--- config.mk ---
export PLATFORM = sky130hd
export DESIGN_NAME = rvvi_tracer_top
export DESIGN_NICKNAME = d
export VERILOG_FILES = /design/src/design/rvvi_pkg.sv /design/src/design/rvvi_csr_merge.sv /design/src/design/rvvi_retire_fmt.sv /design/src/design/rvvi_fault_tracker.sv /design/src/design/rvvi_pin_watch.sv /design/src/design/rvvi_event_arbiter.sv /design/src/design/rvvi_tracer_top.sv
export VERILOG_INCLUDE_DIRS = /design/src /design/src/design
export SDC_FILE = /design/constraint.sdc
export NUM_CORES = 1
export LEC_CHECK = 0
export BUFFER_PORTS_ARGS = -buffer_cell sky130_fd_sc_hd__buf_4
export CAP_MARGIN = 20
export CELL_PAD_IN_SITES_DETAIL_PLACEMENT = 1
export CELL_PAD_IN_SITES_GLOBAL_PLACEMENT = 1
export CORE_AREA = 2 2 464 466
export CTS_CLUSTER_DIAMETER = 50
export DETAILED_ROUTE_END_ITERATION = 10
export DIE_AREA = 0 0 466 468
export MAX_ROUTING_LAYER = met4
export PLACE_DENSITY_LB_ADDON = 0.12
export SYNTH_ARGS = -nofsm -noshare
export SYNTH_HDL_FRONTEND = slang
export SYNTH_SLANG_ARGS = --single-unit
--- constraint.sdc ---
create_clock -name rvvi -period 2.4 [get_ports rvvi]
set_input_delay 0.12 -clock rvvi [delete_from_list [all_inputs] [get_ports rvvi]]
set_output_delay 0.12 -clock rvvi [all_outputs]
set_load 0.02 [all_outputs]
--- src/design/rvvi_consts.svh ---
//////////////////////////////
// Constants of the retirement tracer
// Widths, kept CSR addresses, fault causes
// Observed interrupt lines, halt hold, event credits
//////////////////////////////

`ifndef RVVI_CONSTS_SVH
`define RVVI_CONSTS_SVH

// Widths
`define RVVI_XLEN          32
`define RVVI_ORDER_W       64
`define RVVI_NUM_GPR       32
`define RVVI_GPR_AW        5
`define RVVI_NUM_CSR       4
`define RVVI_CSR_AW        12
`define RVVI_TRAP_CAUSE_W  6
`define RVVI_INTR_CAUSE_W  11

// Kept machine CSRs
`define RVVI_CSR_MSTATUS   12'h300
`define RVVI_CSR_MSCRATCH  12'h340
`define RVVI_CSR_MEPC      12'h341
`define RVVI_CSR_MCAUSE    12'h342

// NMI and fetch fault causes
`define RVVI_NMI_LOAD_CAUSE   11'd1024
`define RVVI_NMI_STORE_CAUSE  11'd1025
`define RVVI_IBUS_FAULT_CAUSE 6'd48

// msip, mtip, meip and the 16 local lines
`define RVVI_IRQ_MASK      32'hFFFF_0888

// Halt request hold after the pin drops
`define RVVI_HALT_HOLD     5

// Event channel
`define RVVI_EVT_CREDITS   2
`define RVVI_NUM_NET       5
`define RVVI_REQ_PER_SRC   2

`endif

--- src/design/rvvi_pkg.sv ---
//////////////////////////////
// Types of the retirement tracer
// Retirement, CSR port and trace records
// Net identifiers and net events
//////////////////////////////

`include "rvvi_consts.svh"

package rvvi_pkg;

   typedef logic [`RVVI_XLEN-1:0] xlen_t;

   typedef struct packed {
      logic                          trap;
      logic                          exception;
      logic [`RVVI_TRAP_CAUSE_W-1:0] cause;
   } trap_t;

   typedef struct packed {
      logic                          intr;
      logic                          interrupt;
      logic [`RVVI_INTR_CAUSE_W-1:0] cause;
   } intr_t;

   // One retired instruction as seen from the core
   typedef struct packed {
      logic                     valid;
      logic [`RVVI_ORDER_W-1:0] order;
      xlen_t                    insn;
      trap_t                    trap;
      intr_t                    intr;
      xlen_t                    pc_rdata;
      xlen_t                    pc_wdata;
      logic [`RVVI_GPR_AW-1:0]  rd_addr;
      xlen_t                    rd_wdata;
   } retire_rec_t;

   typedef struct packed {
      xlen_t wdata;
      xlen_t wmask;
      xlen_t rdata;
      xlen_t rmask;
   } csr_port_t;

   // CSR slots in order mstatus, mepc, mcause, mscratch
   typedef struct packed {
      logic                                           valid;
      logic [`RVVI_ORDER_W-1:0]                       order;
      xlen_t                                          insn;
      xlen_t                                          pc_rdata;
      xlen_t                                          pc_wdata;
      logic [`RVVI_NUM_GPR-1:0]                       x_wb;
      xlen_t                                          x_wdata;
      logic [`RVVI_NUM_CSR-1:0][`RVVI_CSR_AW-1:0]     csr_addr;
      xlen_t [`RVVI_NUM_CSR-1:0]                      csr_val;
      logic [`RVVI_NUM_CSR-1:0]                       csr_wb;
   } trace_rec_t;

   typedef enum logic [2:0] {
      NET_HALTREQ,
      NET_NMI,
      NET_NMI_CAUSE,
      NET_IBUS_FAULT,
      NET_IRQ
   } net_id_e;

   typedef struct packed {
      net_id_e id;
      xlen_t   value;
   } net_event_t;

endpackage

--- src/design/rvvi_csr_merge.sv ---
//////////////////////////////
// CSR value merge
// Write/read mask combining per kept CSR
// Written-since-retirement flags
//////////////////////////////

`timescale 1ns/10ps
`include "rvvi_consts.svh"

module rvvi_csr_merge
   import rvvi_pkg::*;
(
   input  logic                               rvvi,
   input  logic                               arst_n_i,
   input  csr_port_t [`RVVI_NUM_CSR-1:0]      csr_i,
   input  logic                               retire_valid_i,
   output xlen_t [`RVVI_NUM_CSR-1:0]          csr_val_o,
   output logic [`RVVI_NUM_CSR-1:0]           csr_wb_o
);

   xlen_t [`RVVI_NUM_CSR-1:0] merged;
   xlen_t [`RVVI_NUM_CSR-1:0] prev_q;
   logic [`RVVI_NUM_CSR-1:0]  changed;
   logic [`RVVI_NUM_CSR-1:0]  wb_q;

   // Written bits win, read bits only where readable and not written
   always_comb begin
      for (int i = 0; i < `RVVI_NUM_CSR; i++) begin
         merged[i]  = (csr_i[i].wdata & csr_i[i].wmask) |
                      (csr_i[i].rdata & ~csr_i[i].wmask & csr_i[i].rmask);
         changed[i] = merged[i] != prev_q[i];
      end
   end

   assign csr_val_o = merged;
   // Include a change seen in the retiring cycle itself
   assign csr_wb_o  = wb_q | changed;

   always_ff @(posedge rvvi or negedge arst_n_i) begin
      if (!arst_n_i) begin
         prev_q <= '0;
         wb_q   <= '0;
      end else begin
         prev_q <= merged;
         if (retire_valid_i) begin
            wb_q <= '0;
         end else begin
            wb_q <= wb_q | changed;
         end
      end
   end

endmodule

--- src/design/rvvi_retire_fmt.sv ---
//////////////////////////////
// Retirement formatter
// Trace record register, GPR one-hot writeback
//////////////////////////////

`timescale 1ns/10ps
`include "rvvi_consts.svh"

module rvvi_retire_fmt
   import rvvi_pkg::*;
(
   input  logic                          rvvi,
   input  logic                          arst_n_i,
   input  retire_rec_t                   retire_i,
   input  csr_port_t [`RVVI_NUM_CSR-1:0] csr_i,
   output trace_rec_t                    trace_o
);

   xlen_t [`RVVI_NUM_CSR-1:0] csr_val;
   logic [`RVVI_NUM_CSR-1:0]  csr_wb;
   trace_rec_t                rec_d;
   trace_rec_t                rec_q;

   rvvi_csr_merge u_csr_merge (
      .rvvi           (rvvi),
      .arst_n_i       (arst_n_i),
      .csr_i          (csr_i),
      .retire_valid_i (retire_i.valid),
      .csr_val_o      (csr_val),
      .csr_wb_o       (csr_wb)
   );

   always_comb begin
      rec_d          = '0;
      rec_d.valid    = retire_i.valid;
      rec_d.order    = retire_i.order;
      rec_d.insn     = retire_i.insn;
      rec_d.pc_rdata = retire_i.pc_rdata;
      rec_d.pc_wdata = retire_i.pc_wdata;
      // x0 is never reported as written
      if (retire_i.rd_addr != '0) begin
         rec_d.x_wb[retire_i.rd_addr] = 1'b1;
      end
      rec_d.x_wdata     = retire_i.rd_wdata;
      rec_d.csr_addr[0] = `RVVI_CSR_MSTATUS;
      rec_d.csr_addr[1] = `RVVI_CSR_MEPC;
      rec_d.csr_addr[2] = `RVVI_CSR_MCAUSE;
      rec_d.csr_addr[3] = `RVVI_CSR_MSCRATCH;
      rec_d.csr_val     = csr_val;
      rec_d.csr_wb      = csr_wb;
   end

   always_ff @(posedge rvvi or negedge arst_n_i) begin
      if (!arst_n_i) begin
         rec_q <= '0;
      end else if (retire_i.valid) begin
         rec_q <= rec_d;
      end else begin
         rec_q.valid <= 1'b0;
      end
   end

   assign trace_o = rec_q;

endmodule

--- src/design/rvvi_fault_tracker.sv ---
//////////////////////////////
// NMI and fetch fault tracker
// Data and instruction bus fault state
// Edge events toward the arbiter
//////////////////////////////

`timescale 1ns/10ps
`include "rvvi_consts.svh"

module rvvi_fault_tracker
   import rvvi_pkg::*;
(
   input  logic                                   rvvi,
   input  logic                                   arst_n_i,
   input  retire_rec_t                            retire_i,
   output logic [`RVVI_REQ_PER_SRC-1:0]           req_valid_o,
   output net_event_t [`RVVI_REQ_PER_SRC-1:0]     req_o
);

   logic dbus_q, ibus_q, ibus_pend_q;
   logic nmi_hit, ibus_hit, nmi_req, ibus_req, ibus_any, ibus_val;
   logic [`RVVI_REQ_PER_SRC-1:0]       valid_d;
   net_event_t [`RVVI_REQ_PER_SRC-1:0] req_d;

   always_comb begin
      nmi_hit  = retire_i.valid && retire_i.intr.intr && retire_i.intr.interrupt &&
                 (retire_i.intr.cause == `RVVI_NMI_LOAD_CAUSE ||
                  retire_i.intr.cause == `RVVI_NMI_STORE_CAUSE);
      ibus_hit = retire_i.valid && retire_i.trap.trap && retire_i.trap.exception &&
                 retire_i.trap.cause == `RVVI_IBUS_FAULT_CAUSE;
      // A request whenever a retirement flips the fault state
      nmi_req  = retire_i.valid && (nmi_hit != dbus_q);
      ibus_req = retire_i.valid && (ibus_hit != ibus_q);
      // Deferred fetch event carries the state it left behind
      ibus_any = ibus_req || ibus_pend_q;
      ibus_val = ibus_req ? ibus_hit : ibus_q;

      valid_d = '0;
      req_d   = '0;
      if (nmi_hit) begin
         valid_d[0]     = 1'b1;
         req_d[0].id    = NET_NMI_CAUSE;
         req_d[0].value = xlen_t'(retire_i.intr.cause);
      end else if (ibus_any) begin
         valid_d[0]     = 1'b1;
         req_d[0].id    = NET_IBUS_FAULT;
         req_d[0].value = xlen_t'(ibus_val);
      end
      if (nmi_req) begin
         valid_d[1]     = 1'b1;
         req_d[1].id    = NET_NMI;
         req_d[1].value = xlen_t'(nmi_hit);
      end else if (ibus_any && nmi_hit) begin
         valid_d[1]     = 1'b1;
         req_d[1].id    = NET_IBUS_FAULT;
         req_d[1].value = xlen_t'(ibus_val);
      end
   end

   always_ff @(posedge rvvi or negedge arst_n_i) begin
      if (!arst_n_i) begin
         dbus_q      <= 1'b0;
         ibus_q      <= 1'b0;
         ibus_pend_q <= 1'b0;
         req_valid_o <= '0;
         req_o       <= '0;
      end else begin
         if (retire_i.valid) begin
            dbus_q <= nmi_hit;
            ibus_q <= ibus_hit;
         end
         // Both slots taken by the NMI pair
         ibus_pend_q <= ibus_any && nmi_hit && nmi_req;
         req_valid_o <= valid_d;
         req_o       <= req_d;
      end
   end

endmodule

--- src/design/rvvi_pin_watch.sv ---
//////////////////////////////
// Pin watcher
// Masked interrupt line change detect
// Debug halt request stretch
//////////////////////////////

`timescale 1ns/10ps
`include "rvvi_consts.svh"

module rvvi_pin_watch
   import rvvi_pkg::*;
(
   input  logic                                   rvvi,
   input  logic                                   arst_n_i,
   input  xlen_t                                  irq_i,
   input  logic                                   debug_req_i,
   output logic [`RVVI_REQ_PER_SRC-1:0]           req_valid_o,
   output net_event_t [`RVVI_REQ_PER_SRC-1:0]     req_o
);

   localparam int HOLD_W = $clog2(`RVVI_HALT_HOLD + 1);

   xlen_t                              irq_masked;
   xlen_t                              irq_q;
   logic                               dbg_q;
   logic [HOLD_W-1:0]                  hold_q, hold_d;
   logic [`RVVI_REQ_PER_SRC-1:0]       valid_d;
   net_event_t [`RVVI_REQ_PER_SRC-1:0] req_d;

   assign irq_masked = irq_i & `RVVI_IRQ_MASK;

   always_comb begin
      valid_d = '0;
      req_d   = '0;
      hold_d  = hold_q;

      // Slot 1 reports the whole masked vector
      req_d[1].id    = NET_IRQ;
      req_d[1].value = irq_masked;
      valid_d[1]     = irq_masked != irq_q;

      ///////////////////////////////
      // Halt request
      req_d[0].id = NET_HALTREQ;
      if (debug_req_i) begin
         hold_d = HOLD_W'(`RVVI_HALT_HOLD);
         if (!dbg_q) begin
            valid_d[0]     = 1'b1;
            req_d[0].value = xlen_t'(1'b1);
         end
      end else if (hold_q != '0) begin
         hold_d = hold_q - HOLD_W'(1);
         // Release once the hold runs out
         valid_d[0] = hold_q == HOLD_W'(1);
      end
   end

   always_ff @(posedge rvvi or negedge arst_n_i) begin
      if (!arst_n_i) begin
         irq_q       <= '0;
         dbg_q       <= 1'b0;
         hold_q      <= '0;
         req_valid_o <= '0;
         req_o       <= '0;
      end else begin
         irq_q       <= irq_masked;
         dbg_q       <= debug_req_i;
         hold_q      <= hold_d;
         req_valid_o <= valid_d;
         req_o       <= req_d;
      end
   end

endmodule

--- src/design/rvvi_event_arbiter.sv ---
//////////////////////////////
// Net event arbiter
// One pending slot per net id, last value wins
// Fixed priority pick under credit flow
//////////////////////////////

`timescale 1ns/10ps
`include "rvvi_consts.svh"

module rvvi_event_arbiter
   import rvvi_pkg::*;
(
   input  logic                                   rvvi,
   input  logic                                   arst_n_i,
   input  logic [`RVVI_REQ_PER_SRC-1:0]           fault_valid_i,
   input  net_event_t [`RVVI_REQ_PER_SRC-1:0]     fault_req_i,
   input  logic [`RVVI_REQ_PER_SRC-1:0]           pin_valid_i,
   input  net_event_t [`RVVI_REQ_PER_SRC-1:0]     pin_req_i,
   input  logic                                   credit_i,
   output logic                                   evt_valid_o,
   output net_event_t                             evt_o
);

   localparam int CRED_W = $clog2(`RVVI_EVT_CREDITS + 1);
   // Highest priority first
   localparam net_id_e PRIO [`RVVI_NUM_NET] = '{
      NET_HALTREQ, NET_NMI_CAUSE, NET_NMI, NET_IBUS_FAULT, NET_IRQ
   };

   logic [`RVVI_NUM_NET-1:0]  pend_q, pend_m, pend_d;
   xlen_t [`RVVI_NUM_NET-1:0] val_q, val_m;
   logic [CRED_W-1:0]         cred_q, cred_d;
   logic                      send;
   net_id_e                   sel;

   always_comb begin
      // Fold in this cycle's requests so a lone event leaves at once
      pend_m = pend_q;
      val_m  = val_q;
      for (int i = 0; i < `RVVI_REQ_PER_SRC; i++) begin
         if (fault_valid_i[i]) begin
            pend_m[fault_req_i[i].id] = 1'b1;
            val_m[fault_req_i[i].id]  = fault_req_i[i].value;
         end
         if (pin_valid_i[i]) begin
            pend_m[pin_req_i[i].id] = 1'b1;
            val_m[pin_req_i[i].id]  = pin_req_i[i].value;
         end
      end

      sel = NET_HALTREQ;
      for (int i = `RVVI_NUM_NET - 1; i >= 0; i--) begin
         if (pend_m[PRIO[i]]) begin
            sel = PRIO[i];
         end
      end

      send   = (cred_q != '0) && (pend_m != '0);
      pend_d = pend_m;
      if (send) begin
         pend_d[sel] = 1'b0;
      end
      cred_d = cred_q - CRED_W'(send) + CRED_W'(credit_i);
   end

   always_ff @(posedge rvvi or negedge arst_n_i) begin
      if (!arst_n_i) begin
         pend_q      <= '0;
         val_q       <= '0;
         cred_q      <= CRED_W'(`RVVI_EVT_CREDITS);
         evt_valid_o <= 1'b0;
         evt_o       <= '0;
      end else begin
         pend_q      <= pend_d;
         val_q       <= val_m;
         cred_q      <= cred_d;
         evt_valid_o <= send;
         if (send) begin
            evt_o.id    <= sel;
            evt_o.value <= val_m[sel];
         end
      end
   end

endmodule

--- src/design/rvvi_tracer_top.sv ---
//////////////////////////////
// Retirement tracer top level
// Formatter, fault tracker, pin watcher, arbiter
//////////////////////////////

`timescale 1ns/10ps
`include "rvvi_consts.svh"

module rvvi_tracer_top
   import rvvi_pkg::*;
(
   input  logic                          rvvi,
   input  logic                          arst_n_i,
   input  retire_rec_t                   retire_i,
   input  csr_port_t [`RVVI_NUM_CSR-1:0] csr_i,
   input  xlen_t                         irq_i,
   input  logic                          debug_req_i,
   input  logic                          credit_i,
   output trace_rec_t                    trace_o,
   output logic                          evt_valid_o,
   output net_event_t                    evt_o
);

   logic [`RVVI_REQ_PER_SRC-1:0]       fault_valid;
   net_event_t [`RVVI_REQ_PER_SRC-1:0] fault_req;
   logic [`RVVI_REQ_PER_SRC-1:0]       pin_valid;
   net_event_t [`RVVI_REQ_PER_SRC-1:0] pin_req;

   // Trace stream
   rvvi_retire_fmt u_retire_fmt (
      .rvvi     (rvvi),
      .arst_n_i (arst_n_i),
      .retire_i (retire_i),
      .csr_i    (csr_i),
      .trace_o  (trace_o)
   );

   // Net event sources
   rvvi_fault_tracker u_fault_tracker (
      .rvvi        (rvvi),
      .arst_n_i    (arst_n_i),
      .retire_i    (retire_i),
      .req_valid_o (fault_valid),
      .req_o       (fault_req)
   );

   rvvi_pin_watch u_pin_watch (
      .rvvi        (rvvi),
      .arst_n_i    (arst_n_i),
      .irq_i       (irq_i),
      .debug_req_i (debug_req_i),
      .req_valid_o (pin_valid),
      .req_o       (pin_req)
   );

   rvvi_event_arbiter u_event_arbiter (
      .rvvi          (rvvi),
      .arst_n_i      (arst_n_i),
      .fault_valid_i (fault_valid),
      .fault_req_i   (fault_req),
      .pin_valid_i   (pin_valid),
      .pin_req_i     (pin_req),
      .credit_i      (credit_i),
      .evt_valid_o   (evt_valid_o),
      .evt_o         (evt_o)
   );

endmodule

Word level (Yosys, flattened, before mapping)

Index checks and enable logic that the tools add are counted.

Register bits: 828
Input port bits: 767

Add/sub/neg operators: 3
Eq/ne operators: 11
Bitwise gates (word level): 26
$lt $le $gt $ge: 10
Reduce and logical (&&, ||, !) cells: 23
Mux-type cells: 54

Operators with widths:

| cell                                                        | count |
|---|---|
| bitwise mux 160 bit                                         | 3 |
| two-way mux 160 bit                                         | 3 |
| bitwise AND 32 bit                                          | 12 |
| demux 32 bit (select 3 bit)                                 | 2 |
| two-way mux 32 bit                                          | 6 |
| inequality test 32 bit                                      | 4 |
| inverter 32 bit                                             | 4 |
| OR 32 bit                                                   | 4 |
| binary-select mux 32 bit (select 3 bit)                     | 1 |
| two-way mux 35 bit                                          | 2 |
| two-way mux 34 bit                                          | 2 |
| demux 32 bit (select 1 bit)                                 | 1 |
| equality test 11 bit (second input constant)                | 2 |
| two-way mux 3 bit                                           | 7 |
| two-way mux 5 bit                                           | 4 |
| inequality test 19 bit                                      | 1 |
| two-way mux 1 bit                                           | 17 |
| logical AND 1 bit                                           | 16 |
| less-than comparator 3 x 4 -> 1 bit (second input constant) | 4 |
| OR 5 bit                                                    | 3 |
| >= comparator 3 x 1 -> 1 bit (second input constant)        | 4 |
| nonzero test 5 bit                                          | 2 |
| demux 1 bit (select 3 bit)                                  | 3 |
| equality test 6 bit (second input constant)                 | 1 |
| other kinds (16)                                            | 19 |

Logic depth before layout (Yosys ltp)

Depth after elaboration: 23
Depth in mapped cells: 9

Modules after synthesis

Synthesis repeated with hierarchy kept, for this count alone.

Cells, all modules: 3,214
Area total of the unflattened synthesis: 36,206.0 sq um

Modules (own cells, without submodules):

| module             | area an instance (sq um) | times used | cells an instance |
|---|---|---|---|
| rvvi_retire_fmt    | 13,813.2                 | 1          | 847 |
| rvvi_event_arbiter | 12,798.5                 | 1          | 1,339 |
| rvvi_csr_merge     | 7,101.8                  | 1          | 801 |
| rvvi_pin_watch     | 1,370.1                  | 1          | 119 |
| rvvi_fault_tracker | 1,122.3                  | 1          | 108 |

Worst setup path after synthesis

Ideal clock, no wire load.

Kind: flip-flop to flip-flop
Start point: register u_pin_watch.req_valid_o[1]
End point: register, netlist name u_event_arbiter.evt_o[18]
Cell stages (with the launch flop): 10
Path slack: 137 ps
Path buffers: 3
Library setup time: 141 ps
Data required time: 2,259 ps
Arrival time: 2,122 ps
Period minus slack after synthesis: 2,263 ps
Cells stage by stage: dfrtp_1 nor2b_1 buf_2 or3_1 buf_2 nor3_4 buf_6 mux2_1 a22oi_1 a31oi_1

Cells in the longest elaborated chain, start to end: 8
Elaborated cells on any way between the ends: 11

Ends and longest elaborated chain:

| item                                     | line                     | source |
|---|---|---|
| from (decl)                              | rvvi_pin_watch.sv:17     | `` output logic [`RVVI_REQ_PER_SRC-1:0] req_valid_o, `` |
| from (signal assigned)                   | rvvi_pin_watch.sv:69     | `req_valid_o <= valid_d;` |
| two-way mux 5 bit                        | rvvi_event_arbiter.sv:45 | `if (pin_valid_i[i]) begin` |
| two-way mux 3 bit (5 in series)          | rvvi_event_arbiter.sv:53 | `if (pend_m[PRIO[i]]) begin` |
| binary-select mux 32 bit (select 3 bit)  | rvvi_event_arbiter.sv:80 | `evt_o.value <= val_m[sel];` |
| two-way mux 32 bit (implied by the code) | rvvi_event_arbiter.sv:80 |  |

Parallel ways exist; a longest one is shown, timed or not. The select of a mux whose other input is x is not followed.
A chain may end at the register's enable or synchronous reset.

Final worst setup path

Start point: input port csr_i[96] (netlist name)
End point: register u_retire_fmt.rec_q, in the netlist u_retire_fmt.trace_o[0]

Cells in the longest elaborated chain, start to end: 4

Ends and longest elaborated chain:

| item                   | line                  | source |
|---|---|---|
| from (decl)            | rvvi_tracer_top.sv:15 | `` input csr_port_t [`RVVI_NUM_CSR-1:0] csr_i, `` |
| bitwise AND 32 bit     | rvvi_csr_merge.sv:29  | `merged[i] = (csr_i[i].wdata & csr_i[i].wmask) \|` |
| OR 32 bit              | rvvi_csr_merge.sv:29  |  |
| inequality test 32 bit | rvvi_csr_merge.sv:31  | `changed[i] = merged[i] != prev_q[i];` |
| OR 4 bit               | rvvi_csr_merge.sv:37  | `assign csr_wb_o = wb_q \| changed;` |
| to (signal assigned)   | rvvi_retire_fmt.sv:57 | `rec_q <= rec_d;` |
| to (decl)              | rvvi_retire_fmt.sv:22 | `trace_rec_t rec_q;` |

No other way between the ends.

==> results.md <==
- Area of the die: 0.218 mm²
- Worst r2r src: u_retire_fmt.u_csr_merge.prev_q[86]
- Vias per cell: 3.84
- Critical Path RT: 3010 ps
- Leak: 0.0260 µW
- Pre-antenna DRT Iters: 5
- TritonCTS buffer count: 148
- Top post-synthesis cells by area: dfrtp_1 59%, mux2_2 10%, nand2_1 3.6%, xor2_1 2.8%, and2_1 2.2%
- Antenna violations before repair: 58
- Hold Crit Class: in2reg
- Seq/Total Area, Yosys: 0.587
- CP Max Fanout: 2
- Routability congestion estimate: 0.875
- Vias in the first global route: 33300
- Yosys warnings: 0
- Layout area overhead: 80.3%
- Synthesized flop and latch total: 739
- Avg Inst Size Synth: 11.6 µm²
- Outcome: completed
- Clk Latency, worst-skew pair: 770 ps
- Placed cells: 6724
- Hold Vio Cnt, Final: 0
- Worst-margin pin slew: 889 ps
- HP Start: retire_i[109]
- Post-route ant nets: 0
- Initial core utilization: 0.148
- Gr ovfl total: 0
- Total number of vias: 29700
- Critical Path Sink Type: flop
- Num ports: 1208
- Final HPWL DP: 148000 µm
- Power Total: 46200 µW
- CP top delay family: buffers and inverters
- Leading register cell type out of synthesis: dfrtp_1
- CTS tree: yes
- Min Tclk post-route: 2330 ps
- Number of buffers added on ports: 1159
- CP peak stage delay: 630 ps
- Slew margin rel.: 0.401
- Die width: 466 µm
- Area leader, netlist: dfrtp_1
- # nets final: 5509
- Final hold slack: 22.9 ps
- FF-to-FF path depth: 6
- Yosys cell types: 73
- Root Buffer: clkbuf_16
- Final setup vio count: 0
- Cell area after layout: 0.0568 mm²
- First-pass GRT wire length: 262000 µm
- Cell area after synthesis: 0.0315 mm²
- Slowest CP cell: dlygate4sd3_1
- Critical Path Start Type: input pin
- Total detailed-routing wirelength: 190000 µm
- Largest net degree at the start of global routing: 79
- Period utilisation layout: 0.972
- Placed inst area: 0.0444 mm²
- Post-synth EDFFs: 0
- DR WL/cell: 24.6 µm
- CTS H-tree lvls: 4
- Worst hold stages: 7
- Reg2Reg Setup Slack: 100 ps
- Clk buf depth: 3
- Max Freq: 0.429 GHz
- WP buf/inv: 3
- Crit path kind: in2reg
- Synth async-reset ratio: 1.00
- Crit-path most repeated cell: dlygate4sd3_1
- GR Util All Layers: 0.175
- DRT iter0 DRCs: 1222
- WP data arrival: 2940 ps
- Final Max Slew Viols: 0
- Non-filler instance count after layout: 7730
- DRC Markers: 0
- Layout cells sized above 1: 0.379
- Max Cap Viol: 0
- Die H: 468 µm
- IR Drop Worst-Case VDD: 0.673 mV
- Reg2reg end: u_retire_fmt.u_csr_merge.wb_q[2]
- Area of the core: 0.213 mm²
- Row cnt: 170
- Final Util: 0.266
- Synth Instances: 2711
- Clock Pin Slew Worst Setup and Hold Paths: 50 ps
- Pwr Density: 814 mW/mm²
- CTS sink count: 739
- Hold EP: u_fault_tracker.req_o[67]
- Worst-path cell chain: dlygate4sd3_1 -> buf_4 -> nand2_1 -> dlygate4sd3_1 -> and2_1 -> a32o_1 -> or4_1 -> nor4_1 -> a41oi_1
- RSZ-0062 raised after global routing: false
- Yosys top cell area share: 0.586
- Final Skew: 30.2 ps
placed cells by master, fill, tap and decap left out, types with 20 or more instances in the layout:
cell type and count:
a21oi_1 75, a31oi_1 56, and2_1 109, and3b_1 26
buf_12 25, buf_4 1251, bufinv_16 21, clkbuf_16 152
clkbuf_8 20, clkinv_2 27, conb_1 45, dfrtp_1 738
diode_2 35, dlygate4sd3_1 699, inv_1 78, mux2_2 286
mux2i_1 33, nand2_1 305, nand2b_1 34, nand3_1 53
nand3b_1 69, nor2_1 125, nor4_1 22, o21ai_0 126
o22ai_1 59, xnor2_1 32, xor2_1 101
report_power, final:
part           internal [µW]  total [µW]  switching [µW]
clock network          14400       22100            7660
registers              13700       14600             953
logic                   4350        9550            5200
total                  32400       46200           13800
synthesized netlist by cell type (4+ instances only):
library cell	count
a21oi_1	75
nand3_1	53
o22a_1	12
inv_1	78
nand3b_1	69
and3_1	4
o2111ai_1	10
or3_1	5
clkbuf_1	88
or2_2	6
and2_1	109
a41oi_1	14
o211ai_1	10
a211oi_1	6
a31oi_1	56
nand2b_1	35
o221ai_1	6
o2bb2ai_1	13
o22ai_1	59
nand2_1	305
dfrtp_1	738
mux2_2	286
a22o_1	12
o21ai_0	129
a22oi_1	11
nor2b_1	7
a2bb2oi_1	13
xor2_1	101
nand4_1	18
and4_1	5
o21bai_1	5
buf_1	4
nor3_1	15
a21boi_0	10
buf_2	4
ha_1	4
o21a_1	5
nor2_1	125
and3b_1	26
mux2i_1	33
buf_4	47
nor4_1	23
xnor2_1	32
how the worst max path moves through the flow:
stage,slack (ps),from,cells past startpoint,to
2_1_floorplan,140,u_pin_watch.req_valid_o[1],9,u_event_arbiter.evt_o[18]
3_3_place_gp,-10,csr_i[49],9,u_retire_fmt.trace_o[0]
3_5_place_dp,-80,csr_i[49],9,u_retire_fmt.trace_o[0]
4_1_cts,20,u_retire_fmt.u_csr_merge.prev_q[30],8,u_retire_fmt.trace_o[0]
5_1_grt,20,csr_i[96],9,u_retire_fmt.trace_o[0]
6_report,70,csr_i[96],9,u_retire_fmt.trace_o[0]
repair_timing:
action | 4_1_cts | 5_1_grt
buffers inserted | 0 | 1
setup endpoints to repair | 0 | 37
gates resized for setup | 0 | 5
hold buffers | 700 | 0
hold endpoints to repair | 1181 | 0
logic make-up (layout without fill, tap and decap cells):
| family | Yosys count | after routing | synth area share |
|---|---|---|---|
| buffers and inverters | 222 | 2325 | 0.0325 |
| other | 2 | 80 | 0.000238 |
| AND/OR/NAND/NOR | 819 | 819 | 0.132 |
| flip-flops | 739 | 739 | 0.587 |
| adder cells (fa/ha/maj) | 4 | 4 | 0.00159 |
| AO/OA/AOI/OAI | 470 | 470 | 0.0955 |
| XOR/XNOR | 133 | 133 | 0.0370 |
| multiplexers | 322 | 322 | 0.114 |
state kept, by name (all words and copies together), names as in the netlist, 2 cells and up:
signal and flops:
u_retire_fmt.trace_o 358, u_event_arbiter.val_q 160, u_retire_fmt.u_csr_merge.prev_q 128, u_event_arbiter.evt_o 35
u_pin_watch.req_o 21, u_fault_tracker.req_o 15, u_event_arbiter.pend_q 5, u_retire_fmt.u_csr_merge.wb_q 4
u_pin_watch.hold_q 3, u_event_arbiter.cred_q 2, u_pin_watch.req_valid_o 2
per-stage QoR:
step | TNS, ps | worst slack [ps]
2_1_floorplan | 0 | 137
3_3_place_gp | -15.0 | -15.0
3_5_place_dp | -119 | -80.1
4_1_cts | 0 | 19.9
5_1_grt | 0 | 15.8
6_report | 0 | 67.4
metal layers:
| layer | vias up | wire length (µm) | GRT usage |
|---|---|---|---|
| met1 | 15000 | 81900 | 0.212 |
| met4 | 0 | 3140 | 0.0337 |
| met2 | 821 | 94000 | 0.293 |
| met3 | 226 | 10900 | 0.0461 |
| met5 | - | 0 | - |
| li1 | 13600 | - | - |
cell type report:
type	count	area (µm²)
clock buffer	184	4100
multi-input combinational	1793	12200
timing repair buffer	1978	16900
fill	24100	157000
tap	2838	3550
clock inverter	85	1130
sequential	739	18500
inverter	78	293
antenna	35	87.6
worst reg2reg max path, cell delays in order (launching register included):
cell,delay (ps)
dfrtp_1,390
xor2_1,160
o2bb2ai_1,140
or4_1,550
or4_4,440
a2111oi_4,330
a31oi_1,150
(Power assumes the default switching activity.)
